===== config.mk =====
export PLATFORM = sky130hd
export DESIGN_NAME = tsp_regs
export DESIGN_NICKNAME = d
export VERILOG_FILES = /design/src/hw/tsp_pkg.sv /design/src/hw/tsp_regs.sv
export SDC_FILE = /design/constraint.sdc
export NUM_CORES = 1
export LEC_CHECK = 0
export BUFFER_PORTS_ARGS = -buffer_cell sky130_fd_sc_hd__buf_2
export CORE_AREA = 2 2 142 144
export CTS_BUF_LIST = sky130_fd_sc_hd__clkbuf_8
export CTS_CLUSTER_SIZE = 24
export DETAILED_ROUTE_END_ITERATION = 12
export DIE_AREA = 0 0 144 146
export MAX_ROUTING_LAYER = met4
export SLEW_MARGIN = 20
export SYNTH_ARGS = -nofsm -noshare
export SYNTH_HDL_FRONTEND = slang
export SYNTH_SLANG_ARGS = --single-unit
export TNS_END_PERCENT = 5

===== constraint.sdc =====
create_clock -name clk -period 5.1 [get_ports clk]
set_clock_uncertainty 0.05 [all_clocks]
set_input_delay 1.53 -clock clk [delete_from_list [all_inputs] [get_ports clk]]
set_output_delay 1.53 -clock clk [all_outputs]
set_load 0.03 [all_outputs]

===== src/hw/tsp_pkg.sv =====
`default_nettype none

package tsp_pkg;

	// sizes
	localparam int DATA_WIDTH = 32;
	localparam int ADDR_BITS = 10;
	localparam int PID_BITS = 13;
	localparam int PACK_BYTES = 188;
	localparam int PACK_WORDS = PACK_BYTES / (DATA_WIDTH / 8);
	localparam int WORD_ADDR_BITS = $clog2(PACK_WORDS);
	localparam int HEADER_BYTES = 4;
	// first byte position that carries a complete pid
	localparam int PID_READY_INDEX = 3;

	localparam int NUM_REPLACERS = 2;
	localparam int NUM_SLOTS = NUM_REPLACERS + 1;
	localparam int SLOT_BITS = $clog2(NUM_SLOTS);
	localparam int LATENCY = NUM_REPLACERS + 1;

	// register map
	localparam int ADDR_SLOT = 0;
	localparam int ADDR_PID = 2;
	localparam int ADDR_MATCH_ENABLE = 3;
	localparam int ADDR_CAPTURE = 4;
	localparam int ADDR_MATCHED_COUNT = 5;
	localparam int ADDR_DATA_BASE = 128;
	localparam logic [15:0] UNMAPPED_TAG = 16'hE000;

	typedef logic [DATA_WIDTH-1:0] word_t;

	// one stream byte with its packet position
	typedef struct packed {
		logic valid;
		logic sync;
		logic [7:0] data;
		logic [7:0] index;
		logic [PID_BITS-1:0] pid;
		logic pid_known;
	} ts_beat_t;

	typedef struct packed {
		logic enable;
		logic [PID_BITS-1:0] pid;
	} slot_cfg_t;

	// beat belongs to a packet this slot is filtering
	function automatic logic slot_match(ts_beat_t b, slot_cfg_t c);
		return b.valid && b.pid_known && c.enable && (b.pid == c.pid);
	endfunction

endpackage

`default_nettype wire


===== src/hw/tsp_regs.sv =====
`timescale 1ns/1ps
`default_nettype none

module tsp_regs (
	input wire logic clk,
	input wire logic rst_n,
	input wire logic wen,
	input wire logic [tsp_pkg::ADDR_BITS-1:0] waddr,
	input wire tsp_pkg::word_t wdata,
	input wire logic ren,
	input wire logic [tsp_pkg::ADDR_BITS-1:0] raddr,
	input wire tsp_pkg::word_t monitor_count,
	input wire logic capture_done,
	input wire tsp_pkg::word_t monitor_word,
	input wire tsp_pkg::word_t [tsp_pkg::NUM_REPLACERS-1:0] replacer_counts,
	input wire tsp_pkg::word_t [tsp_pkg::NUM_REPLACERS-1:0] replacer_words,
	output tsp_pkg::word_t rdata,
	output tsp_pkg::slot_cfg_t [tsp_pkg::NUM_SLOTS-1:0] cfg,
	output logic arm,
	output logic [tsp_pkg::NUM_REPLACERS-1:0] data_wr_en,
	output logic [tsp_pkg::WORD_ADDR_BITS-1:0] data_addr,
	output tsp_pkg::word_t data_wr_data
);

	logic [tsp_pkg::SLOT_BITS-1:0] slot;
	logic wr_window;
	logic rd_window;
	logic [tsp_pkg::WORD_ADDR_BITS-1:0] wr_off;
	logic [tsp_pkg::WORD_ADDR_BITS-1:0] rd_off;
	tsp_pkg::word_t sel_count;
	tsp_pkg::word_t sel_word;

	assign wr_window = wen && (waddr >= tsp_pkg::ADDR_DATA_BASE)
		&& (waddr < tsp_pkg::ADDR_DATA_BASE + tsp_pkg::PACK_WORDS);
	assign rd_window = (raddr >= tsp_pkg::ADDR_DATA_BASE)
		&& (raddr < tsp_pkg::ADDR_DATA_BASE + tsp_pkg::PACK_WORDS);
	assign wr_off = tsp_pkg::WORD_ADDR_BITS'(waddr - tsp_pkg::ADDR_DATA_BASE);
	assign rd_off = tsp_pkg::WORD_ADDR_BITS'(raddr - tsp_pkg::ADDR_DATA_BASE);

	// one word address shared by window writes and reads
	assign data_addr = wr_window ? wr_off : rd_off;
	assign data_wr_data = wdata;

	assign arm = wen && (waddr == tsp_pkg::ADDR_CAPTURE) && (slot == '0);

	always_comb begin
		data_wr_en = '0;
		for (int r = 0; r < tsp_pkg::NUM_REPLACERS; r++) begin
			data_wr_en[r] = wr_window && (slot == r + 1);
		end
	end

	// selected slot's count and buffer word
	always_comb begin
		sel_count = monitor_count;
		sel_word = monitor_word;
		for (int r = 0; r < tsp_pkg::NUM_REPLACERS; r++) begin
			if (slot == r + 1) begin
				sel_count = replacer_counts[r];
				sel_word = replacer_words[r];
			end
		end
	end

	always_ff @(posedge clk) begin
		if (!rst_n) begin
			slot <= '0;
			cfg <= '0;
		end else if (wen) begin
			case (waddr)
				tsp_pkg::ADDR_SLOT: begin
					if (wdata < tsp_pkg::NUM_SLOTS) begin
						slot <= wdata[tsp_pkg::SLOT_BITS-1:0];
					end
				end
				tsp_pkg::ADDR_PID: begin
					cfg[slot].pid <= wdata[tsp_pkg::PID_BITS-1:0];
				end
				tsp_pkg::ADDR_MATCH_ENABLE: begin
					cfg[slot].enable <= (wdata == 1);
				end
				default: begin
				end
			endcase
		end
	end

	always_ff @(posedge clk) begin
		if (ren) begin
			case (raddr)
				tsp_pkg::ADDR_SLOT: rdata <= tsp_pkg::word_t'(slot);
				tsp_pkg::ADDR_PID: rdata <= tsp_pkg::word_t'(cfg[slot].pid);
				tsp_pkg::ADDR_MATCH_ENABLE: rdata <= tsp_pkg::word_t'(cfg[slot].enable);
				tsp_pkg::ADDR_CAPTURE: rdata <= tsp_pkg::word_t'(capture_done);
				tsp_pkg::ADDR_MATCHED_COUNT: rdata <= sel_count;
				default: begin
					if (rd_window) begin
						rdata <= sel_word;
					end else begin
						rdata <= {tsp_pkg::UNMAPPED_TAG, 16'(raddr)};
					end
				end
			endcase
		end
	end

endmodule

`default_nettype wire


Word level (Yosys, flattened, before mapping)
Cells that the tools add are included.
Storage, ports and cells
  bits in registers: 76
  output and inout bits: 115
Operators by class
  muxes and demuxes: 16
  $add $sub $neg: 2
  reduce and logical (&&, ||, !) cells: 14
  order comparisons: 7
  equality and inequality tests: 10
Operators with widths (count)
  two-way mux 32 bit: 5
  case mux 32 bit (5 select lines): 1
  bitwise mux 42 bit: 2
  case mux 42 bit (2 select lines): 1
  demux 14 bit (select 2 bit): 2
  == test 10 x 2 -> 1 bit, second input constant: 4
  == test 32 x 1 -> 1 bit, second input constant: 1
  < comparator 32 x 2 -> 1 bit, second input constant: 1
  == test 10 x 3 -> 1 bit, second input constant: 3
  binary-select mux 14 bit (select 2 bit): 1
  two-way mux 14 bit: 2
  greater-or-equal comparator 10 x 8 -> 1 bit, second input constant: 2
  zero test 10 bit: 2
  < comparator 10 x 8 -> 1 bit, second input constant: 2
  two-way mux 13 bit: 1
  subtractor 6 x 1 -> 6 bit, second input constant: 2
  logical AND 1 bit: 8
  two-way mux 6 bit: 1
  < comparator 2 x 3 -> 1 bit, second input constant: 1
  AND reduction 3 bit: 1
  == test 2 x 1 -> 1 bit, second input constant: 1
  == test 2 bit, second input constant: 1
  greater-or-equal comparator 2 x 1 -> 1 bit, second input constant: 1
  zero test 2 bit: 1
  other kinds (2): 2

Depth between registers and ports, before layout
Gate-level depths: netlist (run 1).
  word-level depth: 6
  gate-level depth with buffers: 7
  gate-level depth less buffers: 5

Worst setup path before layout (run 1)
No wires, ideal clock.
  kind: input -> output
  from: in waddr[0] in the netlist's numbering
  to: out data_addr[0] in the netlist's numbering
  arrival: 3015 ps
  stages on the path: 5
  path buffers: 2
  slack: 505 ps
  cells stage by stage: clkbuf_1 a41o_1 a21o_1 clkbuf_1 o21ai_0
Between the ends
  word-level cells in the longest chain between the ends: 4
  elaborated cells on any way between the ends: 6
  those cells by class: add/sub (1); order compare (2); mux (1); reduce/logical (2)
Ends and longest elaborated chain
  start: declaration: line tsp_regs.sv:8  | input wire logic [tsp_pkg::ADDR_BITS-1:0] waddr,
  greater-or-equal comparator 10 x 8 -> 1 bit: line tsp_regs.sv:33  | assign wr_window = wen && (waddr >= tsp_pkg::ADDR_DATA_BASE)
  logical AND 1 bit: line tsp_regs.sv:33
  logical AND 1 bit: line tsp_regs.sv:34  | && (waddr < tsp_pkg::ADDR_DATA_BASE + tsp_pkg::PACK_WORDS);
  two-way mux 6 bit (*): line tsp_regs.sv:41  | assign data_addr = wr_window ? wr_off : rd_off;
  end: declaration: line tsp_regs.sv:21  | output logic [tsp_pkg::WORD_ADDR_BITS-1:0] data_addr,
Every way passes the cells marked *; elsewhere a longest branch is shown, timed or not.

Worst setup path after layout (run 1)
  from: in waddr[6] in the netlist's numbering
  to: out data_addr[4] in the netlist's numbering
Between the ends
  word-level cells in the longest chain between the ends: 4
  elaborated cells on any way between the ends: 5
  those cells by class: order compare (2); mux (1); reduce/logical (2)
Ends and longest elaborated chain (line)
  greater-or-equal comparator 10 x 8 -> 1 bit: tsp_regs.sv:33
  logical AND 1 bit: tsp_regs.sv:33
  logical AND 1 bit (*): tsp_regs.sv:34
  two-way mux 6 bit (*): tsp_regs.sv:41
Marked as above.

==> results.md, run 1 <==
* DRC viols at 0
* Synthesized flop and latch total at 76
* Top post-synthesis cells by area: edfxtp_1, dfxtp_1, mux2i_1
* CTS clock-pin slew for the worst setup and hold paths at 90 ps
* Cell accounting for the most synthesized area: edfxtp_1
* Synth top cells by count: nand2_1, mux2i_1, nor2_1
* Die Height at roughly 150 um
* Crit-path cells: buf_2, nor4b_4, nand2_1, a21o_1, mux2_2, buf_2
* Routability-driven placement congestion ratio at slightly above 0.8
* DP Worst Slack at 721 ps
* Synth cell types at 57
* Crit-path slowest cell: nor4b_4
* Layout Utilization at 41.2%
* Layout area overhead at 31.4%
* Total congestion overflow at 0
* Initial core utilization at 31.4%
* Postcts setup bufs at 0
* Post-CTS Hold Fix Bufs at 0
* Post-Synthesis Cell Area at 6070 um^2
* Die area at 21,000 um^2
* Register area share after synthesis at 30.3%
* CTS root buffer: clkbuf_8
* Via count at 6,316
* Status: completed
* Critical path peak fanout at 8
* Leakage dissipation at 3.26 nW
* Max-slew violations at 0
* Post-Route WL at 22,800 um
* Post-cts gate resize count at 0
* Worst Path Required at between 3000 and 4000 ps
* Largest net degree at the start of global routing at 76
* Clock Tree Buf Depth at 2
* Power Dens Cells at 181 nW/um^2
* H-tree depth at 3
* Initial antenna violation count at 1
* Post-synth EDFFs at 32
* Final net count at between 1,000 and 1,500
* Setup ws final at 731 ps
* Overall power at 0.00144 W
* Core Region at 19,300 um^2
* CP dominant cell by count: buf_2
* Most frequent cell after synthesis: nand2_1
* YS warnings at 0
* Peak VDD IR at 0.146 mV
* Max-slew headroom at about 30%
* Async set-or-reset flop fraction in the synthesized netlist at 0%
* Final Hold Vio Count at 0
* Worst-margin pin slew at ~1000 ps
* Syn Nets at 953
* Worst Hold Class: reg -> reg
* RSZ-0062 raised after global routing: no
* CP max stage delay at 290 ps
* Post-synth top area share at 15.8%
* Vias per cell at 4.98
* Multi-input gate area at around 3700 um^2
* Routed WL per cell at 17.9 um
* Final setup fails at 0
* Share of layout cells above drive strength 1 at 45.5%
* Post-synth top flop: dfxtp_1
* Post-Syn Area per Cell at roughly 8.6 um^2
* F_max at 229 MHz
* Global-route wire length before repair at 33,500 um
* Cells after synthesis at 704
* ANT nets after route at 0
* Fill cell count at just over 2,000
* Fin Setup TNS at 0 ps
* Clock Latency Late Sink at 380 ps
* Crit Path Category: in -> out
* CP Launch Type: input port
* All-Layer GR Usage at a little over a fifth
* Min Tclk post-route at 4370 ps
* Clock sink total at 76
* CTS tree: yes
* Max_cap viols at 0
* Arr. time, crit path at 2790 ps
* First DRT Iteration DRCs at 235
* Standard-cell row count at 51
* Number of I/O port buffers at ~360
* Register Area at approximately 1800 um^2
* CP endpoint kind: output port
* Dpl hpwl at 17,700 um
* Initial DRT Pass Iterations at 4
* Final Cycle Share at a little under nine tenths
* Total CTS buffers at 9
* # IOs at 364
* Vias in the first global route at about 6,000
* Die Wd at 144 um
placed cells by master, fill, tap and decap left out, types with 20 or more instances in the layout:
cell type	n
a211oi_1	26
a21boi_0	34
a21oi_1	64
buf_2	363
dfxtp_1	42
edfxtp_1	32
mux2_2	49
mux2i_1	82
nand2_1	88
nor2_1	65
nor2b_1	23
o22ai_1	20
registers in the layout (all words and copies together) (netlist names):
signal,flops
cfg,42
slot,2
rdata,32
stage by stage:
step | area, um^2 | hold WS [ps] | std cells
after floorplan | 6070 | 535 | 704
after global placement | 7790 | 405 | 1251
after detailed placement | 7790 | 413 | 1251
after CTS | 7970 | 427 | 1267
after global routing | 7970 | 459 | 1268
final | 7970 | 428 | 1269
logic make-up after synthesis:
| kind of cell | Yosys count | share of synthesized area [%] |
|---|---|---|
| AO/OA/AOI/OAI | 190 | 21.2 |
| multiplexers | 131 | 22.6 |
| AND/OR/NAND/NOR | 215 | 17.3 |
| buffers and inverters | 92 | 8.58 |
| flip-flops | 76 | 30.3 |
metal layers:
metal,vias up,global-route usage [%],part of all wire [%],routed length (um)
li1,3149,-,-,-
met2,271,38.7,51,11600
met4,0,3.43,0.78,178
met5,-,-,0,0
met1,2885,24.3,40,9210
met3,11,5.23,7.7,1760
cell type report:
cell class                 count  share of cell area [%]
multi-input combinational    536                    46.6
antenna                        2                  0.0628
clock inverter                 7                   0.722
tap                          265                    4.16
timing repair buffer         371                    23.5
clock buffer                   9                    1.55
inverter                       3                   0.141
sequential                    76                    23.2
report_power, final:
group / internal (W) / switching (W)
sequential: 0.000649 / 0.00000454
clock: 0.000185 / 0.000274
combinational: 0.000143 / 0.000187
total: 0.000977 / 0.000466
worst max-delay path, delay by kind of cell:
kind | cells | cell delay (ps)
mux | 1 | 290
compound gates | 1 | 260
buf+inv | 2 | 280
simple gates | 2 | 420
final timing paths:
kind / cells after the start / endpoint / start / slack, ps
worst max-delay path: 6 / data_addr[4] / waddr[6] / 730
worst min register to register: 2 / cfg[39]$_SDFFE_PN0P_ / cfg[39]$_SDFFE_PN0P_ / 430
worst min-delay path: 2 / cfg[39]$_SDFFE_PN0P_ / cfg[39]$_SDFFE_PN0P_ / 430
worst max register to register: 5 / rdata[5]$_DFFE_PP_ / slot[1]$_SDFFE_PN0P_ / 2080
Note: power is estimated with default switching activity, not from simulation.
==> run 2: changes to the inputs <==
--- a/config.mk
+++ b/config.mk
@@ -6,12 +6,12 @@
 export NUM_CORES = 1
 export LEC_CHECK = 0
 export BUFFER_PORTS_ARGS = -buffer_cell sky130_fd_sc_hd__buf_2
-export CORE_AREA = 2 2 142 144
+export CORE_AREA = 2 2 140 142
 export CTS_BUF_LIST = sky130_fd_sc_hd__clkbuf_8
 export CTS_CLUSTER_SIZE = 24
 export DETAILED_ROUTE_END_ITERATION = 12
-export DIE_AREA = 0 0 144 146
-export MAX_ROUTING_LAYER = met4
+export DIE_AREA = 0 0 142 144
+export GPL_ROUTABILITY_DRIVEN = 0
 export SLEW_MARGIN = 20
 export SYNTH_ARGS = -nofsm -noshare
 export SYNTH_HDL_FRONTEND = slang
==> results.md, run 2 (same netlist as run 1, synthesis figures left out) <==
* Global-route wire length before repair at 31,700 um (was 33,500 um)
* R2r worst-path depth at 5 (unchanged)
* R2r endpoint: rdata[5]$_DFFE_PP_ (unchanged)
* Critical path's top delay family: simple AND/OR/NAND/NOR gates (unchanged)
* Crit-path slowest cell: nor4b_4 (unchanged)
* Net Sw Frac at 30.3% (was 32.3%)
* DRC viols at 0 (unchanged)
* Die Height at 144 um (was 146 um)
* Routed WL per cell at 17.5 um (was 17.9 um)
* F_max at 229 MHz (about the same)
* Status: completed (unchanged)
* # IOs at 364 (unchanged)
* Initial antenna violation count at 1 (unchanged)
* Die area at 20,400 um^2 (was 21,000 um^2)
* Fill cell count at 1,958 (was 2,028)
* Core Region at 19,100 um^2 (was 19,300 um^2)
* Min Tclk post-route at 4370 ps (about the same)
* CTS tree: yes (unchanged)
* Worst R2R Start: slot[0]$_SDFFE_PN0P_ (was slot[1]$_SDFFE_PN0P_)
* Overall power at 0.00148 W (was 0.00144 W)
* RSZ-0062 raised after global routing: no (unchanged)
* Final Cycle Share at 85.7% (about the same)
* Vias in the first global route at 5,724 (was 5,981)
* Post-CTS Hold Fix Bufs at 0 (unchanged)
* P_sw at 0.000449 W (was 0.000466 W)
* Final setup fails at 0 (unchanged)
* Most flops, register: cfg (unchanged)
* Hold depth at 2 (unchanged)
* Int Power at 0.00104 W (was 0.000977 W)
* Critical path peak fanout at 8 (unchanged)
* Crit Path Category: in -> out (unchanged)
* Setup ws final at 730 ps (was 731 ps)
* Max-slew violations at 0 (unchanged)
* Clock Tree Buf Depth at 2 (unchanged)
* Via count at 6,256 (was 6,316)
* Total CTS buffers at 9 (unchanged)
* Standard-cell row count at 51 (unchanged)
* Clock share of power at 33.9% (was 31.8%)
* Post-Route WL at 21,700 um (was 22,800 um)
* Initial core utilization at 31.8% (was 31.4%)
* Top Registers: cfg: 42 flops, rdata: 32 flops, slot: 2 flops (unchanged)
* Clock Latency Late Sink at 370 ps (was 380 ps)
* Leakage dissipation at 3.28 nW (was 3.26 nW)
* Largest net degree at the start of global routing at 75 (was 76)
* Vias per cell at 5.04 (was 4.98)
* Register Area at 1850 um^2 (unchanged)
* Dpl hpwl at 17,000 um (was 17,700 um)
* Largest register FFs at 42 (unchanged)
* ANT nets after route at 0 (unchanged)
* Number of I/O port buffers at 363 (unchanged)
* Clock sink total at 76 (unchanged)
* Post-cts gate resize count at 0 (unchanged)
* DP Worst Slack at 731 ps (was 721 ps)
* CP endpoint kind: output port (unchanged)
* Fin Setup TNS at 0 ps (unchanged)
* Commonest cells after routing, fill and taps aside: buf_2, nand2_1, mux2i_1 (unchanged)
* All-Layer GR Usage at 20.1% (was 21.5%)
* Crit-path cells: buf_2, nor4b_4, nand2_1, a21o_1, mux2_2, buf_2 (unchanged)
* Layout area overhead at 31.3% (was 31.4%)
* CP max stage delay at 300 ps (was 290 ps)
* Worst Path Required at 3520 ps (about the same)
* # diodes at 0 (was 2)
* Worst Setup SP: waddr[6] (unchanged)
* Final net count at 1,247 (was 1,246)
* Arr. time, crit path at 2790 ps (about the same)
* Multi-input gate area at 3720 um^2 (unchanged)
* Hold Path Sink: cfg[39]$_SDFFE_PN0P_ (unchanged)
* Total congestion overflow at 0 (unchanged)
* Worst Min Path Start: cfg[39]$_SDFFE_PN0P_ (unchanged)
* Reg power frac at 44.0% (was 45.3%)
* Comb pwr share at 22.2% (was 22.9%)
* Share of layout cells above drive strength 1 at 45.6% (was 45.5%)
* Max-slew headroom at 46.7% (was 29.9%)
* Die Wd at 142 um (was 144 um)
* Non-Filler Instances at 1,241 (was 1,269)
* Initial DRT Pass Iterations at 6 (was 4)
* Final Hold Vio Count at 0 (unchanged)
* First DRT Iteration DRCs at 227 (was 235)
* CTS root buffer: clkbuf_8 (unchanged)
* Peak VDD IR at 0.105 mV (was 0.146 mV)
* Placed insts at 1,225 (was 1,251)
* Layout Utilization at 41.8% (was 41.2%)
* Postcts setup bufs at 0 (unchanged)
* Max_cap viols at 0 (unchanged)
* H-tree depth at 3 (unchanged)
* Worst-margin pin slew at 800 ps (was 1050 ps)
* R2R Setup Slk at 2210 ps (was 2080 ps)
* CTS clock-pin slew for the worst setup and hold paths at 90 ps (about the same)
* CP Launch Type: input port (unchanged)
* CP dominant cell by count: buf_2 (unchanged)
* Power Dens Cells at 186 nW/um^2 (was 181 nW/um^2)
* Worst Hold Class: reg -> reg (unchanged)
* Worst Path Buf+Inv at 2 (unchanged)
* Most common cell after layout, fill and taps aside: buf_2 (unchanged)
-- run 2: cell count changes in the layout (fill, tap and decap cells not counted), sizes merged --
cell,change
buf,+1
bufinv,+1
clkbuf,+1
clkinv,-1
diode,-2
inv,-1
-- run 2: layer usage --
| layer | vias up | wire [um] | global-route usage, % |
|---|---|---|---|
| met5 | - | 5 | 0 |
| met4 | 2 | 319 | 5.74 |
| met3 | 18 | 1420 | 3.91 |
| met2 | 254 | 10700 | 36.0 |
| met1 | 2840 | 9270 | 24.5 |
| li1 | 3142 | - | - |
-- run 2: worst max path at each step --
stage,to,slack (ps),depth (start not counted)
after floorplan,data_addr[0],500,5
after global placement,data_addr[1],730,6
after detailed placement,data_addr[1],730,6
after CTS,data_addr[1],730,6
after global routing,data_addr[3],640,6
final,data_addr[3],730,6
-- run 2: power groups by stage --
stage	combinational (W)	sequential (W)	clock, W
4_1_cts	0.000333	0.000653	0.000515
5_1_grt	0.000359	0.000655	0.000537
3_3_place_gp	0.000330	0.000667	0
6_report	0.000329	0.000653	0.000503
2_1_floorplan	0.000143	0.000704	0
3_5_place_dp	0.000332	0.000667	0
-- run 2: stage by stage --
| step | hold WS [ps] | cell area [um^2] |
|---|---|---|
| after CTS | 426 | 7970 |
| after detailed placement | 414 | 7760 |
| after global placement | 403 | 7760 |
| after floorplan | 535 | 6070 |
| after global routing | 450 | 7970 |
| final | 424 | 7970 |
-- run 2: cell type report --
| cell class | instances | area share [%] |
|---|---|---|
| Tap cell | 238 | 3.74 |
| Multi-Input combinational cell | 536 | 46.7 |
| Sequential cell | 76 | 23.2 |
| Clock inverter | 6 | 0.848 |
| Clock buffer | 10 | 1.73 |
| Inverter | 3 | 0.141 |
| Timing Repair Buffer | 372 | 23.7 |
-- run 2: tightest hold or removal path: stages, from the launching register on --
cell      delay (ps)
dfxtp_1          330
nand2_1           60
a21boi_1          50
==> run 3: changes to the inputs <==
--- a/config.mk
+++ b/config.mk
@@ -12,6 +12,8 @@
 export DETAILED_ROUTE_END_ITERATION = 12
 export DIE_AREA = 0 0 142 144
 export GPL_ROUTABILITY_DRIVEN = 0
+export PLACE_DENSITY = 0.62
+export RECOVER_POWER = 25
 export SLEW_MARGIN = 20
 export SYNTH_ARGS = -nofsm -noshare
 export SYNTH_HDL_FRONTEND = slang
==> results.md, run 3 (same netlist as run 1, synthesis figures left out) <==
* Final setup fails at 0 (unchanged)
* Met3 Track Usage GR at 6.52% (was 3.91%)
* Final Hold Vio Count at 0 (unchanged)
* Final Cycle Share at 86.0% (was 85.7%)
* Grt peak-use layer: met2 (unchanged)
* DRC viols at 0 (unchanged)
* Most common cell after layout, fill and taps aside: buf_2 (unchanged)
* CTS clock-pin slew for the worst setup and hold paths at 100 ps (was 90 ps)
* Worst Hold Class: reg -> reg (unchanged)
* Critical path peak fanout at 8 (unchanged)
* Die Wd at 142 um (unchanged)
* CTS tree: yes (unchanged)
* Largest register FFs at 42 (unchanged)
* # IOs at 364 (unchanged)
* Vias in the first global route at 5,743 (was 5,724)
* RSZ-0062 raised after global routing: no (unchanged)
* Initial DRT Pass Iterations at 4 (was 6)
* Status: finished with violations (was completed)
* H-tree depth at 3 (unchanged)
* Hold Path Sink: cfg[2]$_SDFFE_PN0P_ (was cfg[39]$_SDFFE_PN0P_)
* Leakage dissipation at 3.18 nW (was 3.28 nW)
* Core Region at 19,100 um^2 (unchanged)
* Largest net degree at the start of global routing at 79 (was 75)
* Initial antenna violation count at 4 (was 1)
* Post-CTS Hold Fix Bufs at 0 (unchanged)
* Post-cts gate resize count at 0 (unchanged)
* Max-slew headroom at -32.1% (was 46.7%)
* Min Tclk post-route at 4380 ps (was 4370 ps)
* Postcts setup bufs at 0 (unchanged)
* Fill cell count at 1,991 (was 1,958)
* Layout Utilization at 41.4% (was 41.8%)
* Fin Setup TNS at 0 ps (unchanged)
* Standard-cell row count at 51 (unchanged)
* Die area at 20,400 um^2 (unchanged)
* Final net count at 1,245 (was 1,247)
* Met1 Use GR at 25.0% (was 24.5%)
* Post-Route WL at 22,300 um (was 21,700 um)
* All-Layer GR Usage at 20.7% (was 20.1%)
* Commonest cells after routing, fill and taps aside: buf_2, nand2_1, mux2i_1 (unchanged)
* R2r worst-path depth at 5 (unchanged)
* CP Launch Type: input port (unchanged)
* Register Area at 1850 um^2 (unchanged)
* Hold depth at 2 (unchanged)
* Clock Latency Late Sink at 370 ps (about the same)
* F_max at 228 MHz (was 229 MHz)
* Die Height at 144 um (unchanged)
* Arr. time, crit path at 2800 ps (was 2790 ps)
* CTS root buffer: clkbuf_8 (unchanged)
* Via count at 6,343 (was 6,256)
* Number of I/O port buffers at 363 (unchanged)
* R2r endpoint: rdata[5]$_DFFE_PP_ (unchanged)
* Clock Tree Buf Depth at 2 (unchanged)
* Most flops, register: cfg (unchanged)
* Max-slew violations at 33 (was 0)
* Peak VDD IR at 0.159 mV (was 0.105 mV)
* Global-route wire length before repair at 32,400 um (was 31,700 um)
* CP endpoint kind: output port (unchanged)
* Routed WL per cell at 18.0 um (was 17.5 um)
* Share of layout cells above drive strength 1 at 43.1% (was 45.6%)
* Worst R2R Start: slot[1]$_SDFFE_PN0P_ (was slot[0]$_SDFFE_PN0P_)
* Worst Path Required at 3520 ps (about the same)
* Clock sink total at 76 (unchanged)
* Total CTS buffers at 9 (unchanged)
* Crit Path Category: in -> out (unchanged)
* Initial core utilization at 31.8% (unchanged)
* Power Dens Cells at 180 nW/um^2 (was 186 nW/um^2)
* Multi-input gate area at 3720 um^2 (about the same)
* R2R Setup Slk at 2120 ps (was 2210 ps)
* Worst-margin pin slew at 1980 ps (was 800 ps)
* ANT nets after route at 0 (unchanged)
* Failing checks: capacitance limit, slew limit
* Met2 Track Usage GR at 36.8% (was 36.0%)
* Worst Min Path Start: cfg[2]$_SDFFE_PN0P_ (was cfg[39]$_SDFFE_PN0P_)
* Layout area overhead at 30.1% (was 31.3%)
* Dpl hpwl at 16,900 um (was 17,000 um)
* Top Registers: cfg: 42 flops, rdata: 32 flops, slot: 2 flops (unchanged)
* Max_cap viols at 1 (was 0)
* Vias per cell at 5.12 (was 5.04)
* First DRT Iteration DRCs at 220 (was 227)
* Total congestion overflow at 0 (unchanged)
[run 3: per-stage QoR]
step | total power [W] | hold WS (ps) | setup WS [ps] | instance area [um^2] | cells
4_1_cts | 0.00144 | 427 | 712 | 7920 | 1239
3_3_place_gp | 0.000997 | 405 | 734 | 7750 | 1223
5_1_grt | 0.00149 | 447 | 633 | 7890 | 1239
2_1_floorplan | 0.000847 | 535 | 505 | 6070 | 704
3_5_place_dp | 0.00100 | 413 | 710 | 7750 | 1223
6_report | 0.00142 | 426 | 716 | 7890 | 1240
[run 3: routing by layer]
layer	part of all wire (%)	vias to the layer above
met4	0.81	6
met3	7.7	15
li1	-	3148
met2	50	229
met5	0.18	-
met1	42	2945
[run 3: layout make-up]
cell class,instances,share of cell area (%)
inverter,3,0.143
sequential,76,23.4
antenna,1,0.0317
clock inverter,7,0.618
clock buffer,9,1.57
timing repair buffer,370,23.3
tap,238,3.77
multi-input combinational,536,47.1
[run 3: how the worst max path moves through the flow]
| stage | endpoint | start | cells after the start |
|---|---|---|---|
| floorplan | data_addr[0] | waddr[0] | 5 |
| global placement | data_addr[4] | waddr[6] | 6 |
| detailed placement | data_addr[3] | waddr[6] | 6 |
| CTS | data_addr[3] | waddr[6] | 6 |
| global route | data_addr[3] | waddr[6] | 6 |
| finish | data_addr[3] | waddr[6] | 6 |
[run 3: power by group]
group / internal (W) / leakage [nW] / switching (W)
Combinational: 0.000139 / 2.42 / 0.000186
Clock: 0.000179 / 0.0962 / 0.000257
Sequential: 0.000650 / 0.668 / 0.00000525
[run 3: worst max-delay path, cell delays in order]
cell and delay [ps]:
buf_2 110, nor4b_4 300, nand2_1 130, a21o_1 260, mux2_2 300, buf_2 180
